File: config.mk
export PLATFORM = sky130hd
export DESIGN_NAME = hpm_top
export DESIGN_NICKNAME = d
export VERILOG_FILES = /design/src/source/hpm_pkg.sv /design/src/source/hpm_bus_if.sv /design/src/source/hpm_apb_access.sv /design/src/source/hpm_event_counters.sv /design/src/source/hpm_fixed_counters.sv /design/src/source/hpm_top.sv
export SDC_FILE = /design/constraint.sdc
export NUM_CORES = 2
export LEC_CHECK = 0
export ABC_CLOCK_PERIOD_IN_PS = 3850
export BUFFER_PORTS_ARGS = -buffer_cell sky130_fd_sc_hd__buf_2
export CORE_MARGIN = 2
export CORE_UTILIZATION = 50
export CTS_CLUSTER_SIZE = 24
export DETAILED_ROUTE_END_ITERATION = 8
export PLACE_DENSITY = 0.63
export SYNTH_ARGS = -nofsm -noshare
export SYNTH_HDL_FRONTEND = slang
export SYNTH_HIERARCHICAL = 1
export SYNTH_SLANG_ARGS = --single-unit
File: constraint.sdc
create_clock -name clk_i -period 3.85 [get_ports clk_i]
set_input_delay 0.1925 -clock clk_i [delete_from_list [all_inputs] [get_ports clk_i]]
set_output_delay 0.1925 -clock clk_i [all_outputs]
set_load 0.01 [all_outputs]
File: src/source/hpm_pkg.sv
/*
 * performance monitor shared definitions
 * bus and counter widths, event selector codes, inhibit bit layout,
 * counter count and the register address map
 */
`default_nettype none

package hpm_pkg;

    // ------------------------------------------------
    // widths and sizes
    // ------------------------------------------------
    localparam int ADDR_WIDTH       = 12;                  // apb byte address
    localparam int WORD_WIDTH       = 32;                  // apb data word
    localparam int COUNT_WIDTH      = 64;                  // every counter
    localparam int EVSEL_WIDTH      = 5;                   // selector code
    localparam int EVSEL_CODES      = 2**EVSEL_WIDTH;      // codes 0..31
    localparam int HPM_NUM_EVENTS   = 16;                  // event_i lines
    localparam int HPM_NUM_COUNTERS = 4;                   // programmable slots
    localparam int HPM_OVF_WIDTH    = HPM_NUM_COUNTERS;    // one flag per slot

    typedef logic [ADDR_WIDTH-1:0]  apb_addr_t;
    typedef logic [WORD_WIDTH-1:0]  word_t;
    typedef logic [COUNT_WIDTH-1:0] count_t;
    typedef logic [EVSEL_WIDTH-1:0] evsel_t;  // 0 = none, e selects event_i[e-1]

    // inhibit register bits, bit 1 is left free
    localparam int INH_CYCLE_BIT   = 0;
    localparam int INH_INSTRET_BIT = 2;
    localparam int INH_HPM_BASE    = 3;  // bit 3+k freezes event counter k

    // ------------------------------------------------
    // address map, byte addresses
    // ------------------------------------------------
    localparam apb_addr_t ADDR_CYCLE_LO   = 12'h000;
    localparam apb_addr_t ADDR_CYCLE_HI   = 12'h004;
    localparam apb_addr_t ADDR_INSTRET_LO = 12'h008;
    localparam apb_addr_t ADDR_INSTRET_HI = 12'h00C;
    localparam apb_addr_t ADDR_INHIBIT    = 12'h010;
    localparam apb_addr_t ADDR_OVF_STATUS = 12'h014;  // write 1 to clear
    localparam apb_addr_t ADDR_OVF_ENABLE = 12'h018;
    localparam apb_addr_t ADDR_HPM_BASE   = 12'h100;  // lo at +8k, hi at +8k+4
    localparam apb_addr_t ADDR_EVSEL_BASE = 12'h200;  // selector k at +4k

endpackage

`default_nettype wire

File: src/source/hpm_bus_if.sv
/*
 * register access link between the apb unit and one counter bank
 * access side drives address, write strobe, data and inhibit word
 */
`timescale 1ns/1ps
`default_nettype none

interface hpm_bus_if;

    hpm_pkg::apb_addr_t addr;     // apb byte address, passed straight through
    logic               wr_en;    // one cycle, access cycle of a write
    hpm_pkg::word_t     wdata;    // write data word
    hpm_pkg::word_t     inhibit;  // current inhibit register
    hpm_pkg::word_t     rdata;    // bank read data, zero when not hit
    logic               hit;      // bank owns addr

    // apb side
    modport access (
        output addr, wr_en, wdata, inhibit,
        input  rdata, hit
    );

    // counter bank side
    modport bank (
        input  addr, wr_en, wdata, inhibit,
        output rdata, hit
    );

endinterface

`default_nettype wire

File: src/source/hpm_apb_access.sv
/*
 * apb3 slave for the performance monitor
 * write strobes to both banks, inhibit and overflow registers,
 * read data combine, slave error and the overflow interrupt
 */
`timescale 1ns/1ps
`default_nettype none

module hpm_apb_access (
    input  logic                              clk_i,
    input  logic                              rstn_i,
    // apb3 slave
    input  hpm_pkg::apb_addr_t                paddr_i,
    input  logic                              psel_i,
    input  logic                              penable_i,
    input  logic                              pwrite_i,
    input  hpm_pkg::word_t                    pwdata_i,
    output hpm_pkg::word_t                    prdata_o,
    output logic                              pready_o,
    output logic                              pslverr_o,
    // counter banks
    hpm_bus_if.access                         fixed_bus,
    hpm_bus_if.access                         event_bus,
    input  logic [hpm_pkg::HPM_OVF_WIDTH-1:0] ovf_set_i,  // wrap pulses
    output logic                              irq_o
);

    logic access;  // access cycle, always completes
    logic wr;      // write in the access cycle

    hpm_pkg::word_t                    inhibit_q;
    logic [hpm_pkg::HPM_OVF_WIDTH-1:0] status_q;  // sticky wrap flags
    logic [hpm_pkg::HPM_OVF_WIDTH-1:0] enable_q;  // irq mask
    logic [hpm_pkg::HPM_OVF_WIDTH-1:0] clr;

    logic           own_hit;
    hpm_pkg::word_t own_rdata;

    assign access   = psel_i && penable_i;
    assign wr       = access && pwrite_i;
    assign pready_o = 1'b1;  // no wait states

    // ------------------------------------------------
    // bank links, same view for both
    // ------------------------------------------------
    assign fixed_bus.addr    = paddr_i;
    assign fixed_bus.wr_en   = wr;
    assign fixed_bus.wdata   = pwdata_i;
    assign fixed_bus.inhibit = inhibit_q;
    assign event_bus.addr    = paddr_i;
    assign event_bus.wr_en   = wr;
    assign event_bus.wdata   = pwdata_i;
    assign event_bus.inhibit = inhibit_q;

    // local registers
    assign clr = (wr && paddr_i == hpm_pkg::ADDR_OVF_STATUS) ?
                 pwdata_i[hpm_pkg::HPM_OVF_WIDTH-1:0] : '0;

    always_ff @(posedge clk_i or negedge rstn_i) begin
        if (!rstn_i) begin
            inhibit_q <= '0;
            enable_q  <= '0;
            status_q  <= '0;
            irq_o     <= 1'b0;
        end else begin
            if (wr && paddr_i == hpm_pkg::ADDR_INHIBIT) begin
                inhibit_q <= pwdata_i;  // banks see it from the next edge
            end
            if (wr && paddr_i == hpm_pkg::ADDR_OVF_ENABLE) begin
                enable_q <= pwdata_i[hpm_pkg::HPM_OVF_WIDTH-1:0];
            end
            status_q <= (status_q & ~clr) | ovf_set_i;  // a new wrap wins a clear
            irq_o    <= |(status_q & enable_q);         // one cycle behind status
        end
    end

    // ------------------------------------------------
    // read side
    // ------------------------------------------------
    always_comb begin
        own_hit   = 1'b1;
        own_rdata = '0;
        case (paddr_i)
            hpm_pkg::ADDR_INHIBIT:    own_rdata = inhibit_q;
            hpm_pkg::ADDR_OVF_STATUS: own_rdata = hpm_pkg::word_t'(status_q);
            hpm_pkg::ADDR_OVF_ENABLE: own_rdata = hpm_pkg::word_t'(enable_q);
            default:                  own_hit   = 1'b0;
        endcase
    end

    // banks decode for themselves, hits never overlap
    assign prdata_o  = own_hit       ? own_rdata       :
                       fixed_bus.hit ? fixed_bus.rdata :
                       event_bus.hit ? event_bus.rdata : '0;
    assign pslverr_o = access && !(own_hit || fixed_bus.hit || event_bus.hit);

    // access phase only right after a setup phase
    a_setup_first: assert property (@(posedge clk_i) disable iff (!rstn_i)
        penable_i |-> $past(psel_i && !penable_i));

endmodule

`default_nettype wire

File: src/source/hpm_event_counters.sv
/*
 * programmable event counter bank
 * per slot selector, 64 bit counter, inhibit and wrap detection
 */
`timescale 1ns/1ps
`default_nettype none

module hpm_event_counters #(
    parameter int NUM_COUNTERS = hpm_pkg::HPM_NUM_COUNTERS
) (
    input  logic                               clk_i,
    input  logic                               rstn_i,
    input  logic [hpm_pkg::HPM_NUM_EVENTS-1:0] event_i,
    hpm_bus_if.bank                            bus_i,
    output logic [NUM_COUNTERS-1:0]            ovf_set_o  // one cycle per wrap
);

    hpm_pkg::count_t cnt_q [NUM_COUNTERS];
    hpm_pkg::evsel_t sel_q [NUM_COUNTERS];

    logic [NUM_COUNTERS-1:0] lo_hit;   // counter low word addressed
    logic [NUM_COUNTERS-1:0] hi_hit;   // counter high word addressed
    logic [NUM_COUNTERS-1:0] sel_hit;  // selector addressed
    logic [NUM_COUNTERS-1:0] inc;      // selected event seen, not inhibited
    logic [NUM_COUNTERS-1:0] ovf_q;

    // code space view of the events, code e picks bit e
    // code 0 and codes above the event count read as zero
    logic [hpm_pkg::EVSEL_CODES-1:0] ev_ext;

    assign ev_ext = {{(hpm_pkg::EVSEL_CODES - hpm_pkg::HPM_NUM_EVENTS - 1){1'b0}},
                     event_i, 1'b0};

    // ------------------------------------------------
    // one slot per counter
    // ------------------------------------------------
    for (genvar k = 0; k < NUM_COUNTERS; k++) begin : g_slot

        assign lo_hit[k]  = bus_i.addr == hpm_pkg::apb_addr_t'(hpm_pkg::ADDR_HPM_BASE + 8 * k);
        assign hi_hit[k]  = bus_i.addr ==
                            hpm_pkg::apb_addr_t'(hpm_pkg::ADDR_HPM_BASE + 8 * k + 4);
        assign sel_hit[k] = bus_i.addr ==
                            hpm_pkg::apb_addr_t'(hpm_pkg::ADDR_EVSEL_BASE + 4 * k);

        assign inc[k] = ev_ext[sel_q[k]] && !bus_i.inhibit[hpm_pkg::INH_HPM_BASE + k];

        // event selector
        always_ff @(posedge clk_i or negedge rstn_i) begin
            if (!rstn_i) begin
                sel_q[k] <= '0;  // no event
            end else if (bus_i.wr_en && sel_hit[k]) begin
                sel_q[k] <= bus_i.wdata[hpm_pkg::EVSEL_WIDTH-1:0];
            end
        end

        // counter, word preset beats the increment
        always_ff @(posedge clk_i or negedge rstn_i) begin
            if (!rstn_i) begin
                cnt_q[k] <= '0;
            end else if (bus_i.wr_en && lo_hit[k]) begin
                cnt_q[k][31:0] <= bus_i.wdata;
            end else if (bus_i.wr_en && hi_hit[k]) begin
                cnt_q[k][63:32] <= bus_i.wdata;
            end else if (inc[k]) begin
                cnt_q[k] <= cnt_q[k] + 1'b1;
            end
        end

        // wrap flag, high in the cycle after the all ones to zero edge
        always_ff @(posedge clk_i or negedge rstn_i) begin
            if (!rstn_i) begin
                ovf_q[k] <= 1'b0;
            end else begin
                ovf_q[k] <= inc[k] && (&cnt_q[k]) &&
                            !(bus_i.wr_en && (lo_hit[k] || hi_hit[k]));
            end
        end

        // a raised flag always sits on a counter that just wrapped to zero
        a_ovf_zero: assert property (@(posedge clk_i) disable iff (!rstn_i)
            ovf_q[k] |-> cnt_q[k] == '0);
    end

    assign ovf_set_o = ovf_q;

    // ------------------------------------------------
    // read mux
    // ------------------------------------------------
    always_comb begin
        bus_i.rdata = '0;
        for (int k = 0; k < NUM_COUNTERS; k++) begin
            if (lo_hit[k]) begin
                bus_i.rdata = cnt_q[k][31:0];
            end
            if (hi_hit[k]) begin
                bus_i.rdata = cnt_q[k][63:32];
            end
            if (sel_hit[k]) begin
                bus_i.rdata = hpm_pkg::word_t'(sel_q[k]);  // zero extended code
            end
        end
    end

    assign bus_i.hit = |{lo_hit, hi_hit, sel_hit};

endmodule

`default_nettype wire

File: src/source/hpm_fixed_counters.sv
/*
 * fixed counters: free running cycle and retired instructions
 * word preset over the bank link, per counter inhibit
 */
`timescale 1ns/1ps
`default_nettype none

module hpm_fixed_counters (
    input  logic        clk_i,
    input  logic        rstn_i,
    input  logic        retire_i,  // one instruction retired this cycle
    hpm_bus_if.bank     bus_i
);

    hpm_pkg::count_t cycle_q;
    hpm_pkg::count_t instret_q;

    logic hit_cyc_lo, hit_cyc_hi, hit_ins_lo, hit_ins_hi;
    logic cyc_wr, ins_wr;  // any word write to that counter

    assign hit_cyc_lo = bus_i.addr == hpm_pkg::ADDR_CYCLE_LO;
    assign hit_cyc_hi = bus_i.addr == hpm_pkg::ADDR_CYCLE_HI;
    assign hit_ins_lo = bus_i.addr == hpm_pkg::ADDR_INSTRET_LO;
    assign hit_ins_hi = bus_i.addr == hpm_pkg::ADDR_INSTRET_HI;
    assign cyc_wr     = bus_i.wr_en && (hit_cyc_lo || hit_cyc_hi);
    assign ins_wr     = bus_i.wr_en && (hit_ins_lo || hit_ins_hi);

    // cycle counter, a preset word wins over the increment
    always_ff @(posedge clk_i or negedge rstn_i) begin
        if (!rstn_i) begin
            cycle_q <= '0;
        end else if (bus_i.wr_en && hit_cyc_lo) begin
            cycle_q[31:0] <= bus_i.wdata;
        end else if (bus_i.wr_en && hit_cyc_hi) begin
            cycle_q[63:32] <= bus_i.wdata;
        end else if (!bus_i.inhibit[hpm_pkg::INH_CYCLE_BIT]) begin
            cycle_q <= cycle_q + 1'b1;  // every clock
        end
    end

    // retired instruction counter
    always_ff @(posedge clk_i or negedge rstn_i) begin
        if (!rstn_i) begin
            instret_q <= '0;
        end else if (bus_i.wr_en && hit_ins_lo) begin
            instret_q[31:0] <= bus_i.wdata;
        end else if (bus_i.wr_en && hit_ins_hi) begin
            instret_q[63:32] <= bus_i.wdata;
        end else if (retire_i && !bus_i.inhibit[hpm_pkg::INH_INSTRET_BIT]) begin
            instret_q <= instret_q + 1'b1;
        end
    end

    // read side, combinational
    assign bus_i.hit   = hit_cyc_lo || hit_cyc_hi || hit_ins_lo || hit_ins_hi;
    assign bus_i.rdata = hit_cyc_lo ? cycle_q[31:0]    :
                         hit_cyc_hi ? cycle_q[63:32]   :
                         hit_ins_lo ? instret_q[31:0]  :
                         hit_ins_hi ? instret_q[63:32] : '0;

    // inhibit held from the apb unit freezes the count at the next edge
    a_cycle_frozen: assert property (@(posedge clk_i) disable iff (!rstn_i)
        bus_i.inhibit[hpm_pkg::INH_CYCLE_BIT] && !cyc_wr |=> $stable(cycle_q));
    a_instret_frozen: assert property (@(posedge clk_i) disable iff (!rstn_i)
        bus_i.inhibit[hpm_pkg::INH_INSTRET_BIT] && !ins_wr |=> $stable(instret_q));

endmodule

`default_nettype wire

File: src/source/hpm_top.sv
/*
 * performance monitor top level
 * apb unit, fixed counters and event bank on two bank links
 */
`timescale 1ns/1ps
`default_nettype none

module hpm_top (
    input  logic                               clk_i,
    input  logic                               rstn_i,
    // apb3 slave
    input  hpm_pkg::apb_addr_t                 paddr_i,
    input  logic                               psel_i,
    input  logic                               penable_i,
    input  logic                               pwrite_i,
    input  hpm_pkg::word_t                     pwdata_i,
    output hpm_pkg::word_t                     prdata_o,
    output logic                               pready_o,
    output logic                               pslverr_o,
    // events
    input  logic [hpm_pkg::HPM_NUM_EVENTS-1:0] event_i,
    input  logic                               retire_i,
    // overflow interrupt
    output logic                               irq_o
);

    logic [hpm_pkg::HPM_OVF_WIDTH-1:0] ovf_set;  // event bank wrap pulses

    hpm_bus_if fixed_bus ();
    hpm_bus_if event_bus ();

    hpm_apb_access u_access (
        .clk_i     (clk_i),
        .rstn_i    (rstn_i),
        .paddr_i   (paddr_i),
        .psel_i    (psel_i),
        .penable_i (penable_i),
        .pwrite_i  (pwrite_i),
        .pwdata_i  (pwdata_i),
        .prdata_o  (prdata_o),
        .pready_o  (pready_o),
        .pslverr_o (pslverr_o),
        .fixed_bus (fixed_bus),
        .event_bus (event_bus),
        .ovf_set_i (ovf_set),
        .irq_o     (irq_o)
    );

    hpm_fixed_counters u_fixed (
        .clk_i    (clk_i),
        .rstn_i   (rstn_i),
        .retire_i (retire_i),
        .bus_i    (fixed_bus)
    );

    hpm_event_counters #(
        .NUM_COUNTERS (hpm_pkg::HPM_NUM_COUNTERS)
    ) u_events (
        .clk_i     (clk_i),
        .rstn_i    (rstn_i),
        .event_i   (event_i),
        .bus_i     (event_bus),
        .ovf_set_o (ovf_set)
    );

endmodule

`default_nettype wire

==> results.json <==
{
  "outcome": "finished clean",
  "p_comb_share_pct": 7.7,
  "grt_pass1_wl_um": 206000,
  "viasPerCell": 7.08,
  "slowest_delay_ns": 0.72,
  "grt_max_degree": 97,
  "totalWireLength_um": 142000,
  "cp_max_fo": 12,
  "drtAntennaViolNets": 0,
  "root_buffer": "clkbuf_16",
  "p_int_w": 0.00834,
  "drc": 0,
  "finalNetCount": 3788,
  "power_frac_clock_pct": 47.6,
  "antenna_found_initial": 7,
  "cts_made_buffers": 55,
  "drt-initial-drc-count": 4712,
  "cpMaxStageDelayCell": "a222oi_1",
  "std_cell_rows": 91,
  "layout-drive-gt1-share_pct": 13.5,
  "fin_setup_tns_ns": 0,
  "initial_utilization_pct": 50.8,
  "cts_tree": "yes",
  "syn_inst": 3760,
  "clock_sinks": 449,
  "gp_congestion": 0.989,
  "via_count": 32600,
  "finalSetupViolCount": 0,
  "power_w": 0.0115,
  "hold_viol": 0,
  "power_density_nw_per_um2": 334,
  "num-fill-cells": 5697,
  "die_height_um": 255,
  "dp_hpwl_um": 104000,
  "p_leak_nw": 13.6,
  "postSynthAreaPerCell_um2": 8.35,
  "syn_nets": 3832,
  "min_period_over_period_pct": 86.9,
  "cts.repair.resized": 0,
  "port_buffers": 99,
  "top_usage_layer": "met2",
  "grt_use_met2_pct": 69.1,
  "hp-class": "in -> reg",
  "worst-setup-path-type": "in -> out",
  "grt_pass1_vias": 30600,
  "insertion_delay_ns": 0.66,
  "core-area_um2": 61800,
  "swShare_pct": 27.4,
  "rsz0062_at_grt": "no",
  "dr.pass1.iters": 9,
  "syn_area_um2": 31400,
  "crit_path_start_kind": "input pin",
  "min_period_ns": 3.35,
  "arrival_ns": 3.15,
  "synth_warnings": 6,
  "grt_use_met1_pct": 53.0,
  "grt_usage_pct": 43.3,
  "avgRoutedWirePerCell_um": 30.9,
  "cts_buffer_depth": 3,
  "use_met3_pct": 8.15,
  "finClkSkew_ns": 0.0391,
  "cp_cell_sequence": "buf_2, nor4b_2, buf_4, nand2b_1, nor2_2, buf_4, a222oi_1, nand4_1, a22oi_1, o21ai_0, buf_2",
  "drv_slew": 0,
  "cp-end-kind": "primary output",
  "slew_headroom_pct": 26.9,
  "die_w_um": 255,
  "overflow": 0,
  "vdd_drop_max_uv": 459,
  "area_growth_pct": 9.61,
  "ios": 101,
  "dieArea_um2": 64800,
  "seqPwrFrac_pct": 44.6,
  "tightestPinTransition_ns": 1.09,
  "crit_required_ns": 3.66,
  "timing.fmax_mhz": 299,
  "h-tree-depth": 2,
  "cap_violations": 0,
  "cts_setup_buffers": 0,
  "clk_pin_slew_worst_paths_ns": 0.06,
  "power_switching_w": 0.00315
}
-- power groups by stage --
stage	Sequential, W	Clock, W	Combinational [W]
6_report	0.00513	0.00547	0.000889
5_1_grt	0.00514	0.00569	0.000936
4_1_cts	0.00511	0.00551	0.000865
3_5_place_dp	0.00519	0	0.000861
3_3_place_gp	0.00518	0	0.000836
2_1_floorplan	0.00509	0	0.000507
-- layer usage --
metal	routed length (um)	share of wire, %
met5	69	0.049
met4	11700	8.2
met3	14600	10
met2	64100	45
met1	51500	36
-- layout by cell type (no fill, tap or decap), types with 47 or more instances in the layout --
cell type    n
buf_2       97
a22oi_1    102
and2_1      61
nand4_1    160
dfrtp_1    449
buf_4      140
xor2_1      91
nand3_1    214
nor2_1     289
nor4_1      56
clkbuf_16   55
nor3_1     122
xnor2_1    119
inv_1       55
a21oi_1    198
or3_1       51
nand2_1    450
and3_1      96
o21ai_0    233
and4_1      47
-- per-stage QoR --
step	hold slack, ns	cell area, um2	setup slack [ns]	instances	util, %
floorplan	-0.103	31400	0.820	3760	-
CTS	0.00723	34400	0.740	4598	55.6
detailed placement	0.333	32500	0.764	4495	52.6
finish	0.0490	34400	0.503	4600	55.6
global route	0.0475	34400	0.514	4599	55.6
global placement	0.331	32500	0.796	4495	52.6
-- area by class of cell --
cell class | instances | area, um2 | area share (%)
diodes | 2 | 5.00 | 0.0145
clock buffers | 73 | 1530 | 4.46
clock inverters | 29 | 312 | 0.906
inverters | 56 | 210 | 0.611
multi-input cells | 2905 | 18300 | 53.2
flip-flops and latches | 449 | 11200 | 32.7
well taps | 837 | 1050 | 3.04
repair buffers | 249 | 1760 | 5.12
-- flip-flops by register name, summed over array words and instances, names as in the netlist --
name and count:
u_access/status_q 4, u_events/sel_q 20, u_fixed/cycle_q 64, u_events/ovf_set_o 4
u_fixed/instret_q 64, u_access/event_bus.inhibit 32, u_access/enable_q 4, u_events/cnt_q 256
u_access/irq_o 1
-- final timing paths --
check | from | to | slack [ns] | depth (start not counted)
setup / recovery | paddr_i[8] | prdata_o[31] | 0.50 | 11
hold / removal | pwdata_i[10] | u_events/cnt_q[74] | 0.05 | 3
setup reg to reg | u_events/sel_q[0] | u_events/cnt_q[12] | 0.66 | 7
hold reg to reg | u_access/event_bus.inhibit[31] | u_access/event_bus.inhibit[31] | 0.49 | 1
max in group asynchronous | rstn_i | u_events/cnt_q[209] | 2.59 | 3
min in group asynchronous | rstn_i | u_events/sel_q[8] | 0.23 | 2
-- repair_timing --
action / CTS / global route
setup endpoints to repair: 0 / 0
hold endpoints to repair: 88 / 0
hold buffers: 1 / 0
-- worst max-delay path, delay by kind of cell --
| family | cells | cell delay, ns |
|---|---|---|
| AND/OR/NAND/NOR | 4 | 1.05 |
| AO/OA/AOI/OAI | 3 | 1.20 |
| buffers and inverters | 4 | 0.69 |
(Power assumes the default switching activity.)
